$ cat src/common/mc_cfg.svh
`ifndef MC_CFG_SVH
`define MC_CFG_SVH

// tile coordinate widths
`define MC_X_CORD_WIDTH 4
`define MC_Y_CORD_WIDTH 4

// remote store payload
`define MC_DATA_WIDTH 32
`define MC_ADDR_WIDTH 16

// entries in each endpoint FIFO
`define MC_FIFO_ELS 4

// outbound credits, also the reset value of the counter
`define MC_MAX_OUT_CREDITS 8

// tile comes out of reset frozen
`define MC_FREEZE_INIT 1'b1

`endif

$ cat src/common/mc_pkg.sv
`include "mc_cfg.svh"

package mc_pkg;

   // opcode carried in every forward packet
   typedef enum logic [1:0]
   {
      MC_OP_STORE    = 2'b00,
      MC_OP_FREEZE   = 2'b01,
      MC_OP_UNFREEZE = 2'b10,
      MC_OP_UNKNOWN  = 2'b11
   } mc_op_e;

   // forward channel packet, remote store or freeze command
   typedef struct packed
   {
      mc_op_e                           op;
      logic [(`MC_DATA_WIDTH>>3)-1:0]   mask;
      logic [`MC_ADDR_WIDTH-1:0]        addr;
      logic [`MC_DATA_WIDTH-1:0]        data;
      logic [`MC_X_CORD_WIDTH-1:0]      src_x;
      logic [`MC_Y_CORD_WIDTH-1:0]      src_y;
      logic [`MC_X_CORD_WIDTH-1:0]      dst_x;
      logic [`MC_Y_CORD_WIDTH-1:0]      dst_y;
   } mc_packet_s;

   // reverse channel carries only the credit destination
   typedef struct packed
   {
      logic [`MC_X_CORD_WIDTH-1:0]      dst_x;
      logic [`MC_Y_CORD_WIDTH-1:0]      dst_y;
   } mc_return_packet_s;

   // one direction of a mesh link
   // the ready bits flow against the data of the other direction
   typedef struct packed
   {
      logic                             fwd_v;
      mc_packet_s                       fwd_data;
      logic                             fwd_ready;
      logic                             rev_v;
      mc_return_packet_s                rev_data;
      logic                             rev_ready;
   } mc_link_s;

endpackage

$ cat src/rtl/mc_fifo.sv
`timescale 1ns/10ps

module mc_fifo
   #(parameter int  els_p     = 4
   , parameter type payload_t = logic
   )
   (input  logic     clk_i
   , input  logic     reset_i

   // enqueue side, valid/ready
   , input  logic     v_i
   , input  payload_t data_i
   , output logic     ready_o

   // dequeue side, valid/yumi
   , output logic     v_o
   , output payload_t data_o
   , input  logic     yumi_i
   );

   localparam int ptr_width_lp = (els_p > 1) ? $clog2(els_p) : 1;
   localparam int cnt_width_lp = $clog2(els_p + 1);

   payload_t                 mem_r [els_p];
   logic [ptr_width_lp-1:0]  rd_ptr_r;
   logic [ptr_width_lp-1:0]  wr_ptr_r;
   logic [cnt_width_lp-1:0]  count_r;
   logic                     enq;
   logic                     deq;

   assign ready_o = (count_r != cnt_width_lp'(els_p));
   assign v_o     = (count_r != '0);
   assign data_o  = mem_r[rd_ptr_r];

   assign enq = v_i & ready_o;
   assign deq = yumi_i & v_o;

   always_ff @(posedge clk_i)
   begin
      if (reset_i)
      begin
         rd_ptr_r <= '0;
         wr_ptr_r <= '0;
         count_r  <= '0;
      end
      else
      begin
         if (enq)
            wr_ptr_r <= (wr_ptr_r == ptr_width_lp'(els_p - 1)) ? '0 : wr_ptr_r + 1'b1;
         if (deq)
            rd_ptr_r <= (rd_ptr_r == ptr_width_lp'(els_p - 1)) ? '0 : rd_ptr_r + 1'b1;
         // simultaneous enq and deq leave the count alone
         if (enq & ~deq)
            count_r <= count_r + 1'b1;
         else if (deq & ~enq)
            count_r <= count_r - 1'b1;
      end
   end

   // storage
   always_ff @(posedge clk_i)
   begin
      if (enq)
         mem_r[wr_ptr_r] <= data_i;
   end

endmodule

$ cat src/endpoint/mc_pkt_decode.sv
`timescale 1ns/10ps
`include "mc_cfg.svh"

module mc_pkt_decode
   import mc_pkg::*;
   (input  logic                           v_i
   , input  mc_packet_s                     data_i

   , output logic                           pkt_freeze_o
   , output logic                           pkt_unfreeze_o
   , output logic                           pkt_unknown_o
   , output logic                           pkt_store_o

   // store fields for the tile
   , output logic [`MC_DATA_WIDTH-1:0]      data_o
   , output logic [`MC_ADDR_WIDTH-1:0]      addr_o
   , output logic [(`MC_DATA_WIDTH>>3)-1:0] mask_o
   );

   // only a valid head counts
   assign pkt_store_o    = v_i & (data_i.op == MC_OP_STORE);
   assign pkt_freeze_o   = v_i & (data_i.op == MC_OP_FREEZE);
   assign pkt_unfreeze_o = v_i & (data_i.op == MC_OP_UNFREEZE);
   assign pkt_unknown_o  = v_i & (data_i.op == MC_OP_UNKNOWN);

   assign data_o = data_i.data;
   assign addr_o = data_i.addr;
   assign mask_o = data_i.mask;

endmodule

$ cat src/endpoint/mc_credit_counter.sv
`timescale 1ns/10ps

module mc_credit_counter
   #(parameter int max_val_p = 8
   )
   (input  logic                             clk_i
   , input  logic                             reset_i
   , input  logic                             up_i
   , input  logic                             down_i
   , output logic [$clog2(max_val_p+1)-1:0]   count_o
   );

   localparam int width_lp = $clog2(max_val_p + 1);

   logic [width_lp-1:0] count_r;

   always_ff @(posedge clk_i)
   begin
      if (reset_i)
         count_r <= width_lp'(max_val_p);
      // an up and a down together cancel out
      else if (up_i & ~down_i & (count_r != width_lp'(max_val_p)))
         count_r <= count_r + 1'b1;
      else if (down_i & ~up_i & (count_r != '0))
         count_r <= count_r - 1'b1;
   end

   assign count_o = count_r;

endmodule

$ cat src/endpoint/mc_endpoint.sv
`timescale 1ns/10ps
`include "mc_cfg.svh"

module mc_endpoint
   import mc_pkg::*;
   (input  logic       clk_i
   , input  logic       reset_i

   // mesh link pair
   , input  mc_link_s   link_i
   , output mc_link_s   link_o

   // head of the request FIFO
   , output logic       fifo_v_o
   , output mc_packet_s fifo_data_o
   , input  logic       fifo_yumi_i

   // store consumed by the tile, triggers a credit return
   , input  logic       store_yumi_i

   // outbound stores from the tile
   , input  logic       out_v_i
   , input  mc_packet_s out_packet_i
   , output logic       out_ready_o

   , output logic       credit_v_o
   );

   logic              req_ready;
   logic              req_v;
   mc_packet_s        req_data;
   logic              ret_ready;
   logic              ret_v;
   mc_return_packet_s ret_in;
   mc_return_packet_s ret_data;
   logic              ret_yumi;
   logic              credit_v_r;

   // incoming remote stores and freeze commands
   mc_fifo #(.els_p(`MC_FIFO_ELS), .payload_t(mc_packet_s)) req_fifo
      (.clk_i   (clk_i)
      ,.reset_i (reset_i)
      ,.v_i     (link_i.fwd_v)
      ,.data_i  (link_i.fwd_data)
      ,.ready_o (req_ready)
      ,.v_o     (req_v)
      ,.data_o  (req_data)
      ,.yumi_i  (fifo_yumi_i)
      );

   // credit goes back to whoever sent the store
   assign ret_in.dst_x = req_data.src_x;
   assign ret_in.dst_y = req_data.src_y;

   mc_fifo #(.els_p(`MC_FIFO_ELS), .payload_t(mc_return_packet_s)) ret_fifo
      (.clk_i   (clk_i)
      ,.reset_i (reset_i)
      ,.v_i     (store_yumi_i)
      ,.data_i  (ret_in)
      ,.ready_o (ret_ready)
      ,.v_o     (ret_v)
      ,.data_o  (ret_data)
      ,.yumi_i  (ret_yumi)
      );

   assign ret_yumi = ret_v & link_i.rev_ready;

   // hold off the head while a return could not be queued
   assign fifo_v_o    = req_v & ret_ready;
   assign fifo_data_o = req_data;

   // outbound path is a pure pass-through
   assign link_o.fwd_v     = out_v_i;
   assign link_o.fwd_data  = out_packet_i;
   assign out_ready_o      = link_i.fwd_ready;

   assign link_o.fwd_ready = req_ready;
   assign link_o.rev_v     = ret_v;
   assign link_o.rev_data  = ret_data;
   // credits are never refused
   assign link_o.rev_ready = 1'b1;

   always_ff @(posedge clk_i)
   begin
      if (reset_i)
         credit_v_r <= 1'b0;
      else
         credit_v_r <= link_i.rev_v;
   end

   assign credit_v_o = credit_v_r;

endmodule

$ cat src/endpoint/mc_endpoint_standard.sv
`timescale 1ns/10ps
`include "mc_cfg.svh"

module mc_endpoint_standard
   import mc_pkg::*;
   (input  logic                                     clk_i
   , input  logic                                     reset_i

   , input  mc_link_s                                 link_i
   , output mc_link_s                                 link_o

   // incoming stores to the tile
   , output logic                                     in_v_o
   , input  logic                                     in_yumi_i
   , output logic [`MC_DATA_WIDTH-1:0]                in_data_o
   , output logic [(`MC_DATA_WIDTH>>3)-1:0]           in_mask_o
   , output logic [`MC_ADDR_WIDTH-1:0]                in_addr_o

   // outgoing stores from the tile
   , input  logic                                     out_v_i
   , input  mc_packet_s                               out_packet_i
   , output logic                                     out_ready_o

   , output logic [$clog2(`MC_MAX_OUT_CREDITS+1)-1:0] out_credits_o
   , output logic                                     freeze_r_o
   );

   logic       fifo_v;
   mc_packet_s fifo_data;
   logic       fifo_yumi;
   logic       credit_v;
   logic       pkt_freeze;
   logic       pkt_unfreeze;
   // unknown opcodes are left sitting at the head
   logic       pkt_unknown;
   logic       freeze_r;

   mc_endpoint endpoint
      (.clk_i        (clk_i)
      ,.reset_i      (reset_i)
      ,.link_i       (link_i)
      ,.link_o       (link_o)
      ,.fifo_v_o     (fifo_v)
      ,.fifo_data_o  (fifo_data)
      ,.fifo_yumi_i  (fifo_yumi)
      ,.store_yumi_i (in_yumi_i)
      ,.out_v_i      (out_v_i)
      ,.out_packet_i (out_packet_i)
      ,.out_ready_o  (out_ready_o)
      ,.credit_v_o   (credit_v)
      );

   // freeze commands are consumed here, stores by the tile
   assign fifo_yumi = in_yumi_i | pkt_freeze | pkt_unfreeze;

   mc_pkt_decode decode
      (.v_i            (fifo_v)
      ,.data_i         (fifo_data)
      ,.pkt_freeze_o   (pkt_freeze)
      ,.pkt_unfreeze_o (pkt_unfreeze)
      ,.pkt_unknown_o  (pkt_unknown)
      ,.pkt_store_o    (in_v_o)
      ,.data_o         (in_data_o)
      ,.addr_o         (in_addr_o)
      ,.mask_o         (in_mask_o)
      );

   mc_credit_counter #(.max_val_p(`MC_MAX_OUT_CREDITS)) out_credits
      (.clk_i   (clk_i)
      ,.reset_i (reset_i)
      ,.up_i    (credit_v)
      ,.down_i  (out_v_i & out_ready_o)
      ,.count_o (out_credits_o)
      );

   always_ff @(posedge clk_i)
   begin
      if (reset_i)
         freeze_r <= `MC_FREEZE_INIT;
      else if (pkt_freeze | pkt_unfreeze)
         freeze_r <= pkt_freeze;
   end

   assign freeze_r_o = freeze_r;

endmodule

$ cat config.mk
export PLATFORM = sky130hd
export DESIGN_NAME = mc_endpoint_standard
export DESIGN_NICKNAME = d
export VERILOG_FILES = /design/src/common/mc_pkg.sv /design/src/rtl/mc_fifo.sv /design/src/endpoint/mc_pkt_decode.sv /design/src/endpoint/mc_credit_counter.sv /design/src/endpoint/mc_endpoint.sv /design/src/endpoint/mc_endpoint_standard.sv
export VERILOG_INCLUDE_DIRS = /design/src /design/src/common
export SDC_FILE = /design/constraint.sdc
export NUM_CORES = 1
export LEC_CHECK = 0
export ABC_AREA = 0
export BUFFER_PORTS_ARGS = -buffer_cell sky130_fd_sc_hd__buf_4
export CAP_MARGIN = 5
export CORE_ASPECT_RATIO = 1.5
export CORE_UTILIZATION = 35
export CTS_CLUSTER_DIAMETER = 120
export DETAILED_ROUTE_END_ITERATION = 7
export HOLD_SLACK_MARGIN = 0.03
export MAX_ROUTING_LAYER = met4
export PLACE_DENSITY_LB_ADDON = 0.3
export SETUP_SLACK_MARGIN = 0.15
export SYNTH_ARGS = -nofsm -noshare
export SYNTH_HDL_FRONTEND = slang
export SYNTH_SLANG_ARGS = --single-unit
export TNS_END_PERCENT = 1
$ cat constraint.sdc
create_clock -name clk_i -period 4 [get_ports clk_i]
set_clock_uncertainty 0.1 [all_clocks]
set_input_delay 0.2 -clock clk_i [delete_from_list [all_inputs] [get_ports clk_i]]
set_output_delay 0.2 -clock clk_i [all_outputs]
set_load 0.01 [all_outputs]
-- Word-level counts from Yosys, hierarchy flattened
Memories as Yosys holds them, arrays and structs flattened. A register that Yosys moved wholly into a read port is not among the register bits.
Cells that the tools add are included.
W data, S select, Z words.
- add/sub/neg operators: 10
- eq/ne operators: 9
- muxes and demuxes: 18
- bitwise operators: 27
- reductions and logical operators: 7
- operators with widths (kind ; number):
    $and A1 B1 Y1 ; 18
    $mux W2 ; 8
    $mux W3 ; 4
    $eq A2 B2 Y1 const B ; 5
    $add A2 B1 Y2 const B ; 4
    $mux W4 ; 2
    $add A3 B1 Y3 const B ; 2
    $ne A3 B3 Y1 const B ; 2
    $not A1 Y1 ; 6
    $reduce_bool A2 Y1 ; 3
    $reduce_bool A3 Y1 ; 2
    $sub A3 B1 Y3 const B ; 2
    $add A4 B1 Y4 const B ; 1
    $mux W1 ; 4
    $ne A4 B4 Y1 const B ; 1
    $reduce_bool A4 Y1 ; 1
    $sub A4 B1 Y4 const B ; 1
    $or A1 B1 Y1 ; 3
    $eq A2 B1 Y1 const B ; 1
    $logic_not A2 Y1 ; 1
- bits in registers: 20
- RAM bits: 312
- memories kept: 2
- memory list (memory ; words ; width ; read ports ; clocked after memory_dff ; wr ports ; RTL line ; RTL):
    endpoint.req_fifo.mem_r ; 4 ; 70 ; 1 ; 1 ; 1 ; mc_fifo.sv:24 ; payload_t mem_r [els_p];
    endpoint.ret_fifo.mem_r ; 4 ; 8 ; 1 ; 1 ; 1 ; mc_fifo.sv:24 ;

-- Depth between registers and ports, before layout
Gate-level depths: netlist of the first run.
- depth in word-level cells: 9
- mapped depth: 10

-- Hierarchy
A second synthesis of the first run with hierarchy kept.
- cell total of the unflattened synthesis: 675
- area total of the unflattened synthesis: 13541.7 sq um
- by module, submodules not included (module ; instances ; cells an instance ; area each (sq um)):
    mc_fifo at endpoint.req_fifo ; 1 ; 414 ; 10546.4
    mc_fifo at endpoint.ret_fifo ; 1 ; 90 ; 1634.1
    mc_endpoint ; 1 ; 80 ; 613.1
    mc_pkt_decode ; 1 ; 56 ; 427.9
    mc_credit_counter ; 1 ; 29 ; 275.3
    mc_endpoint_standard ; 1 ; 6 ; 45.0

-- Least setup slack after synthesis of the first run
OpenSTA, ideal clock, no wires.
- path kind: register -> register
- from: reg endpoint.req_fifo.count_r[0]
- to: mem endpoint.req_fifo.mem_r[0][10] (netlist name) (enable)
- setup time: 0.427 ns
- arrival time: 2.212 ns
- required time: 3.473 ns
- path slack: 1.261 ns
- stages on the path, launching flop included: 4
- path buffers: 1
- cell sequence: dfxtp_1 or3b_2 clkbuf_1 and3_1
- word-level cells in the longest chain between the ends: 4
- RTL lines (item ; RTL line ; RTL):
    start: declaration ; mc_fifo.sv:27 ; logic [cnt_width_lp-1:0] count_r;
    start signal: assignment ; mc_fifo.sv:54 ; count_r <= count_r + 1'b1;
    start signal: assignment ; mc_fifo.sv:56 ; count_r <= count_r - 1'b1;
    $ne A3 B3 Y1 ; mc_fifo.sv:31 ; assign ready_o = (count_r != cnt_width_lp'(els_p));
    via endpoint.req_fifo.ready_o ; mc_fifo.sv:13 ; , output logic ready_o
    $and A1 B1 Y1 ; mc_fifo.sv:35 ; assign enq = v_i & ready_o;
    $mux W1 ; mc_fifo.sv:63 ; if (enq)
    $mux W1 (implied by the code) ; mc_fifo.sv:64 ; mem_r[wr_ptr_r] <= data_i;
    end: declaration ; mc_fifo.sv:24 ;
The timed path passes the listed nets, and every way through them passes these cells.

==> out/qor.csv, run 1 <==
metric;value;unit
status;completed;
p_switching;2340;uW
cts_buffer_depth;3;
n_fill_cell;3126;
required;4390;ps
setup_viol;0;
period_minus_slack;2940;ps
clock_latency;570;ps
vdd_drop_max;0.368;mV
max-cap-violations;0;
grt_pass1_vias;6446;
startpoint_type;register;
rsz0062_at_grt;false;
cts_sinks;304;
drt_pass1_iterations;4;
power_frac_comb;23.8;%
vias;5760;
port_buffers;139;
root_buffer;clkbuf_16;
place_congestion;0.695;
cts-resized-gates;0;
asyncSetResetFlopFracSynth;0;%
area_delta_synth_final;18.3;%
core-area;34900;sq um
start_util;35.5;%
avgViaCountPerCell;4.68;
path_clk_slew;60;ps
p_clk_share;30.4;%
numCtsBuffers;30;
syn_area_per_cell;19.3;sq um
maxSlewHeadroom;28.9;%
dp_cells;1108;
tns;0;ps
final-max-slew-violation-count;0;
cp_max_fo;27;
grt_pass1_wl;35200;um
nets;908;
syn_area;12400;sq um
switching_share;26.6;%
post_cts_buffers;0;
diodes;0;
yosys.cell_types.count;44;
multi_input_area;2430;sq um
grtUsageTotal;13.3;%
dp_hpwl;13900;um
overflow;0;
worst_pin_slew;1070;ps
worstSetupPathType;reg -> reg;
htreeDepth;1;
synth_enable_flop_cells;280;
synth_cells;641;
critPathArrivalTime;3330;ps
fin_cells;1232;
drive_gt1_share;35.4;%
p_int;6460;uW
hold_viol_final;0;
leakagePower;0.00498;uW
die_w;156;um
yosysWarnings;0;
final_core_util;42.0;%
antenna_found_initial;0;
post_drt_wl_per_cell;18.7;um
die_h;232;um
syn_nets;814;
tritoncts;built;
postRouteAntennaNets;0;
regArea;8900;sq um
max_freq;340;MHz
yosysSeqAreaShare;71.8;%
drt_wl_total;23100;um
ioPinCount;297;
powerDensity;601;nW/um^2
period_share;73.6;%
drt_iter0_markers;184;
grt_start_max_net_pins;63;
drc;0;
synth-seq-cells;304;
dieArea;36100;sq um
ys.flop_type;edfxtp_1;
worst_setup_path_end_kind;register;
seqPwrFrac;45.7;%
hp-class;in -> reg;
rows;84;
## synthesized netlist by cell type (all sizes together) (2+ instances only)
cell type,n,share of area [%]
mux4,71,13
nand4,2,0.10
inv,8,0.24
nor2,13,0.39
o21ai,3,0.12
nor3b,2,0.12
nand2b,3,0.15
ha,14,1.4
nand2,8,0.24
nand3,4,0.16
or3,7,0.35
fa,3,0.49
xor2,4,0.28
dfxtp,24,3.9
and3,8,0.40
buf,138,8.2
or3b,2,0.14
nor3,3,0.12
edfxtp,280,68
a21oi,8,0.32
a41oi,2,0.14
nor2b,2,0.10
xnor2,3,0.27
mux2i,5,0.40
clkbuf,10,0.30
## cell usage in the layout (no fill, tap or decap), drive strengths merged, types with 8 or more instances in the layout
cell type,synthesis,routed
dlygate4sd3,0,68
and3,8,8
a21oi,8,8
clkinv,0,14
nor2,13,13
mux4,71,71
ha,14,14
clkbuf,10,36
dfxtp,24,24
inv,8,9
edfxtp,280,280
buf,138,142
nand2,8,8
## metal layers
layer | global-route usage, % | vias up | routed length (um)
met5 | - | - | 0
met4 | 7.35 | 0 | 1140
met3 | 2.67 | 121 | 1420
met2 | 24.0 | 136 | 12200
met1 | 13.3 | 2937 | 8250
li1 | - | 2566 | -
## area by class of cell
cell class	count	area share [%]
Clock inverter	20	1.17
Tap cell	473	4.04
Sequential cell	304	60.8
Inverter	8	0.205
Multi-Input combinational cell	181	16.6
Timing Repair Buffer	210	11.9
Clock buffer	36	5.28
## through the flow
step                      power [uW]  setup WS (ps)  cell area, sq um  hold WS, ps
after global routing            9220            847             14600          110
after detailed placement        6180           1040             13000          300
after floorplan                 5700           1260             12400          199
after global placement          6100           1060             13000          299
final                           8790           1060             14600         81.4
after CTS                       8960           1010             14600         52.4
## path summary, 6_finish.rpt
check / from / to / cells after the start / slack, ps
setup reg to reg: register / endpoint.req_fifo.count_r[2]$_SDFFE_PP0P_ / 9 / 1060
setup / recovery: register / endpoint.req_fifo.count_r[2]$_SDFFE_PP0P_ / 9 / 1060
hold / removal: in_yumi_i / endpoint.ret_fifo.wr_ptr_r[0]$_SDFFE_PP0P_ / 4 / 80
hold reg to reg: endpoint.ret_fifo.rd_ptr_r[0]$_SDFFE_PP0P_ / register / 2 / 380
## power groups by stage
| stage | Clock, uW | Combinational (uW) | Sequential (uW) |
|---|---|---|---|
| global route | 2870 | 2290 | 4060 |
| finish | 2680 | 2100 | 4020 |
| global placement | 0 | 2030 | 4070 |
| CTS | 2770 | 2160 | 4030 |
| floorplan | 0 | 1690 | 4010 |
| detailed placement | 0 | 2090 | 4100 |
## registers in the layout, summed over array words and instances (netlist names), named ones only
signal and count:
endpoint.credit_v_o 1, endpoint.req_fifo.count_r 3, endpoint.req_fifo.mem_r 248, endpoint.req_fifo.rd_ptr_r 2, endpoint.req_fifo.wr_ptr_r 2, endpoint.ret_fifo.count_r 3
endpoint.ret_fifo.mem_r 32, endpoint.ret_fifo.rd_ptr_r 2, endpoint.ret_fifo.wr_ptr_r 2, freeze_r_o 1, out_credits.count_o 4
## kinds of logic after synthesis
group / Yosys count / synth area share [%]
AO/OA/AOI/OAI: 21 / 1.08
XOR/XNOR: 7 / 0.556
adder cells (fa/ha/maj): 17 / 1.90
buffers and inverters: 156 / 8.72
flip-flops: 304 / 71.8
multiplexers: 76 / 13.3
other: 1 / 0.0303
AND/OR/NAND/NOR: 59 / 2.58
## critical path, cell delays in order, from the launching register on
cell	delay, ps
dfxtp_4	620
mux4_2	430
xnor2_2	270
o21a_1	150
ha_1	180
inv_1	70
fa_1	420
xor2_1	170
or3_1	300
a21oi_1	150
## repair_timing
item / CTS / global route
endpoints found under the hold margin: 268 / 0
hold buffers: 68 / 0
endpoints found under the setup margin: 0 / 0
Note: power is estimated with default switching activity, not from simulation.
==> inputs of run 2 (changes only) <==
Clock period 4 ns to 2.5 ns, I/O delays scaled along.
==> out/qor.csv, run 2 (synthesis results as in run 1) <==
metric;value;unit;change
drt_pass1_iterations;4;;unchanged
maxSlewHeadroom;30.2;%;+1.3 points
final_cell_mix;280 x edfxtp_1, 152 x buf_4, 71 x mux4_2;;
met1_length;8070;um;-2.2%
final-max-slew-violation-count;0;;unchanged
slowest_delay;570;ps;-50 ps
dp_cells;1117;;+0.81%
top_register;endpoint.req_fifo.mem_r;;
required;2890;ps;-1500 ps
largest_reg_flops;248;;unchanged
cts_sinks;304;;unchanged
cts_buffer_depth;3;;unchanged
leakagePower;0.00507;uW;+1.7%
vias;5775;;+0.26%
drive_gt1_share;37.8;%;+2.4 points
clock_latency;560;ps;about the same
final_area;14800;sq um;+1.3%
dp_hpwl;14500;um;+4.0%
crit_chain;mux4_2 -> xnor2_4 -> o21a_1 -> ha_2 -> inv_2 -> fa_2 -> xor2_1 -> or3_1 -> a21oi_2;;
startpoint_type;register;;
dr.max_layer_used;met4;;
fin_cells;1240;;+0.65%
tritoncts;built;;
vdd_drop_max;0.628;mV;+71%
mostFrequentLayoutCell;edfxtp_1;;
critPathArrivalTime;2970;ps;-360 ps
diodes;0;;unchanged
min_from;out_v_i;;
period_minus_slack;2580;ps;-362 ps
period_share;103;%;+30 points
grtUsageTotal;13.5;%;+0.24 points
finalPower;14500;uW;+65%
hp-class;in -> reg;;
die_w;156;um;unchanged
worst_setup_path_end_kind;register;;
hold_viol_final;0;;unchanged
die_h;232;um;unchanged
status;complete, but fails checks;;
worst_pin_slew;1050;ps;-19.1 ps
core-area;34900;sq um;unchanged
crit_buf_inv;1;;unchanged
drt_iter0_markers;248;;+35%
avgViaCountPerCell;4.66;;-0.39%
final_core_util;42.5;%;+0.55 points
cp_max_fo;4;;-85%
rsz0062_at_grt;true;;
place_area;13100;sq um;+0.52%
wl_met3;1260;um;-12%
cp_slowest_cell;mux4_2;;
setup_viol;1;;+1
postRouteAntennaNets;0;;unchanged
drc;0;;unchanged
grt_pass1_wl;35500;um;+0.68%
numCtsBuffers;29;;-3.3%
grt_start_max_net_pins;63;;unchanged
hold_ws;71.2;ps;-10.2 ps
violations;negative setup slack;;
overflow;0;;unchanged
setup_ws;-82.4;ps;-1140 ps
worstSetupPathType;reg -> reg;;
place_congestion;0.736;;+5.9%
port_buffers;139;;unchanged
dieArea;36100;sq um;unchanged
rows;84;;unchanged
max-cap-violations;0;;unchanged
wl_met2;12800;um;+4.3%
grt_pass1_vias;6347;;-1.5%
htreeDepth;1;;unchanged
post_drt_wl_per_cell;19.0;um;+1.5%
antenna_found_initial;0;;unchanged
drt_wl_total;23600;um;+2.2%
path_clk_slew;60;ps;about the same
start_util;35.5;%;unchanged
area_delta_synth_final;19.8;%;
max_freq;387;MHz;+14%
cp_top_family;multiplexers;;
powerDensity;979;nW/um^2;+63%
root_buffer;clkbuf_16;;
nets;918;;+1.1%
ioPinCount;297;;unchanged
-- run 2: changes by cell type in the layout (fill, tap and decap cells not counted), moves of 3 or more --
cell	before	now
bufinv_16	2	5
clkinv_2	8	3
dfxtp_2	0	4
dfxtp_1	22	18
buf_4	142	152
-- run 2: cell type report --
class	count	area [sq um]
inverters	8	30.0
well taps	473	592
flip-flops and latches	304	8900
fillers	3111	20100
repair buffers	221	1830
clock inverters	17	213
clock buffers	36	752
multi-input cells	181	2510
-- run 2: worst min-delay path: stages --
cell and delay [ps]:
buf_4 120, nand3b_1 120, mux4_2 230, or2_2 90
-- run 2: final timing paths --
path / end / slack [ps] / depth (start not counted)
worst max register to register: endpoint.req_fifo.count_r[2]$_SDFFE_PP0P_ / -80 / 9
worst max-delay path: endpoint.req_fifo.count_r[2]$_SDFFE_PP0P_ / -80 / 9
worst min-delay path: out_credits.count_o[3]$_SDFFE_PP1P_ / 70 / 4
worst min register to register: endpoint.ret_fifo.count_r[2]$_SDFFE_PP0P_ / 400 / 2
-- run 2: metrics by stage --
stage,setup TNS [ps],worst slack [ps]
floorplan,-44510,-238
global placement,-241,-241
detailed placement,-291,-291
CTS,-2280,-135
global route,-5140,-166
finish,-82.4,-82.4
-- run 2: report_power, final --
| part | internal [uW] | total (uW) | switching, uW | leakage (uW) |
|---|---|---|---|---|
| Sequential | 6180 | 6410 | 233 | 0.00277 |
| Clock | 2640 | 4460 | 1820 | 0.000467 |
| Combinational | 1920 | 3650 | 1730 | 0.00183 |
| Total | 10700 | 14500 | 3770 | 0.00507 |
-- run 2: routing by layer --
| layer | vias to the layer above | global-route usage [%] |
|---|---|---|
| met3 | 119 | 2.22 |
| met4 | 0 | 9.16 |
| met2 | 164 | 24.8 |
| li1 | 2579 | - |
| met5 | - | - |
| met1 | 2913 | 12.8 |
-- run 2: what timing repair did --
item	4_1_cts	5_1_grt
hold endpoints to repair	268	0
endpoints found under the setup margin	57	57
hold buffers	69	0
pin swaps	6	4
setup buffers	1	0
resized for setup	13	9
==> inputs of run 3 (changes only) <==
--- a/constraint.sdc
+++ b/constraint.sdc
@@ -4,2 +4,2 @@
 set_output_delay 0.125 -clock clk_i [all_outputs]
-set_load 0.01 [all_outputs]
+set_load 0.05 [all_outputs]
==> out/qor.csv, run 3 (synthesis results as in run 1) <==
metric;value;unit;change
vias;5822;;+0.81%
hp-class;in -> out;;
rsz0062_at_grt;true;;
hold_viol_final;0;;unchanged
period_minus_slack;2580;ps;-6.43 ps
p_int;11500;uW;+6.8%
crit_chain;mux4_2 -> xnor2_2 -> o21a_1 -> ha_2 -> inv_2 -> fa_2 -> xor2_1 -> or3_1 -> a21oi_1;;
worstSetupPathType;reg -> reg;;
crit_buf_inv;1;;unchanged
critPathArrivalTime;2960;ps;about the same
path_clk_slew;70;ps;about the same
tritoncts;built;;
drive_gt1_share;38.8;%;+1.0 points
final_cell_mix;280 x edfxtp_1, 98 x buf_4, 71 x mux4_2, 71 x dlygate4sd3_1, 47 x buf_8;;
max_freq;388;MHz;+0.25%
dieArea;36100;sq um;unchanged
mostFrequentLayoutCell;edfxtp_1;;
status;complete, but fails checks;;
required;2880;ps;about the same
ioPinCount;297;;unchanged
switching_share;31.7;%;+5.7 points
p_clk_share;28.1;%;-2.6 points
multi_input_area;2490;sq um;-1.0%
avgViaCountPerCell;4.67;;+0.17%
setup_viol;1;;unchanged
post_drt_wl_per_cell;19.3;um;+1.7%
startpoint_type;register;;
grt_pass1_vias;6457;;+1.7%
violations;negative setup slack;;
cp_max_fo;4;;unchanged
drc;0;;unchanged
setup_ws;-76.0;ps;+6.43 ps
tns;-76.0;ps;+6.43 ps
port_buffers;139;;unchanged
grtUsageTotal;13.8;%;+0.28 points
nets;923;;+0.54%
maxSlewHeadroom;30.1;%;-0.10 points
top_register;endpoint.req_fifo.mem_r;;
numCtsBuffers;29;;unchanged
power_frac_comb;33.8;%;+8.7 points
max-cap-violations;0;;unchanged
area_delta_synth_final;24.0;%;
start_util;35.5;%;unchanged
min_from;out_packet_i[9];;
drt_iter0_markers;216;;-13%
reg2reg_to;endpoint.req_fifo.count_r[2]$_SDFFE_PP0P_;;
final_core_util;44.0;%;+1.5 points
regArea;8900;sq um;about the same
postRouteAntennaNets;0;;unchanged
dp_hpwl;14600;um;+0.93%
holdPathEnd;link_o[20];;
drt_pass1_iterations;7;;+3
die_w;156;um;unchanged
place_congestion;0.732;;-0.52%
cts_buffer_depth;3;;unchanged
htreeDepth;1;;unchanged
grt_start_max_net_pins;63;;unchanged
cts_sinks;304;;unchanged
final-max-slew-violation-count;0;;unchanged
worst_pin_slew;1050;ps;+1.55 ps
rows;84;;unchanged
clock_latency;550;ps;about the same
worst_setup_path_end_kind;register;;
root_buffer;clkbuf_16;;
reg2reg_slack;-80;ps;about the same
seqPwrFrac;38.1;%;-6.1 points
powerDensity;1100;nW/um^2;+12%
n_fill_cell;3032;;-2.5%
vdd_drop_max;0.891;mV;+42%
largest_reg_flops;248;;unchanged
core-area;34900;sq um;unchanged
die_h;232;um;unchanged
overflow;0;;unchanged
slowest_delay;550;ps;-20 ps
period_share;103;%;-0.26 points
drt_wl_total;24100;um;+2.3%
p_switching;5340;uW;+41%
grt_pass1_wl;36400;um;+2.5%
cp_top_family;multiplexers;;
antenna_found_initial;2;;+2
whs_path_depth;0;;-4
r2r_cells;9;;unchanged
leakagePower;0.00527;uW;+4.0%
cp_slowest_cell;mux4_2;;
## run 3: cell types whose count changed in the layout (fill, tap and decap cells not counted), sizes merged
cell         previous run  this run
bufinv                  5         7
clkbuf                 36        29
clkinv                  9        13
clkinvlp                1         3
diode                   0         2
buf                   152       155
dlygate4sd3            69        71
## run 3: timing repair
item	in CTS	in global routing
hold buffers	71	0
endpoints found under the hold margin	268	0
setup endpoints to repair	57	61
buffers inserted	3	2
pin swaps	4	4
resized for setup	43	88
## run 3: through the flow
step	power (uW)	setup WS [ps]	cell area [sq um]	instances	hold slack (ps)
finish	16800	-76.0	15300	1248	150
global route	17500	-148	15300	1248	150
CTS	16500	-91.7	15000	1244	150
detailed placement	11400	-296	13100	1116	150
global placement	11200	-228	13100	1116	150
floorplan	10700	-238	12400	641	124
## run 3: how the worst max path moves through the flow
stage,from,end,slack (ps),cells past startpoint
final,register,endpoint.req_fifo.count_r[2]$_SDFFE_PP0P_,-80,9
after floorplan,endpoint.req_fifo.count_r[0]$_SDFFE_PP0P_,endpoint.req_fifo.mem_r[2][10]$_DFFE_PP_,-240,3
after detailed placement,register,endpoint.req_fifo.count_r[2]$_SDFFE_PP0P_,-300,9
after global routing,register,endpoint.req_fifo.count_r[2]$_SDFFE_PP0P_,-150,9
after CTS,register,endpoint.req_fifo.count_r[2]$_SDFFE_PP0P_,-90,9
after global placement,register,endpoint.req_fifo.count_r[2]$_SDFFE_PP0P_,-230,9
## run 3: routing by layer
metal,global-route usage (%),vias to the layer above,share of wire (%)
met3,2.31,111,5.5
met1,13.1,2940,33
li1,-,2596,-
met5,-,-,0
met2,25.6,175,56
met4,8.58,0,5.3
## run 3: cell type report
class | instances | area share, %
timing repair buffer | 226 | 15.0
clock inverter | 25 | 2.02
tap | 473 | 3.86
antenna | 2 | 0.0326
clock buffer | 29 | 4.73
inverter | 8 | 0.196
sequential | 304 | 58.0
multi-input combinational | 181 | 16.2
## run 3: power groups by stage
| stage | logic (uW) | registers, uW | clock network (uW) |
|---|---|---|---|
| after floorplan | 4250 | 6470 | 0 |
| after CTS | 5260 | 6420 | 4840 |
| after detailed placement | 4890 | 6510 | 0 |
| final | 5690 | 6410 | 4720 |
| after global placement | 4790 | 6460 | 0 |
| after global routing | 6000 | 6470 | 5040 |
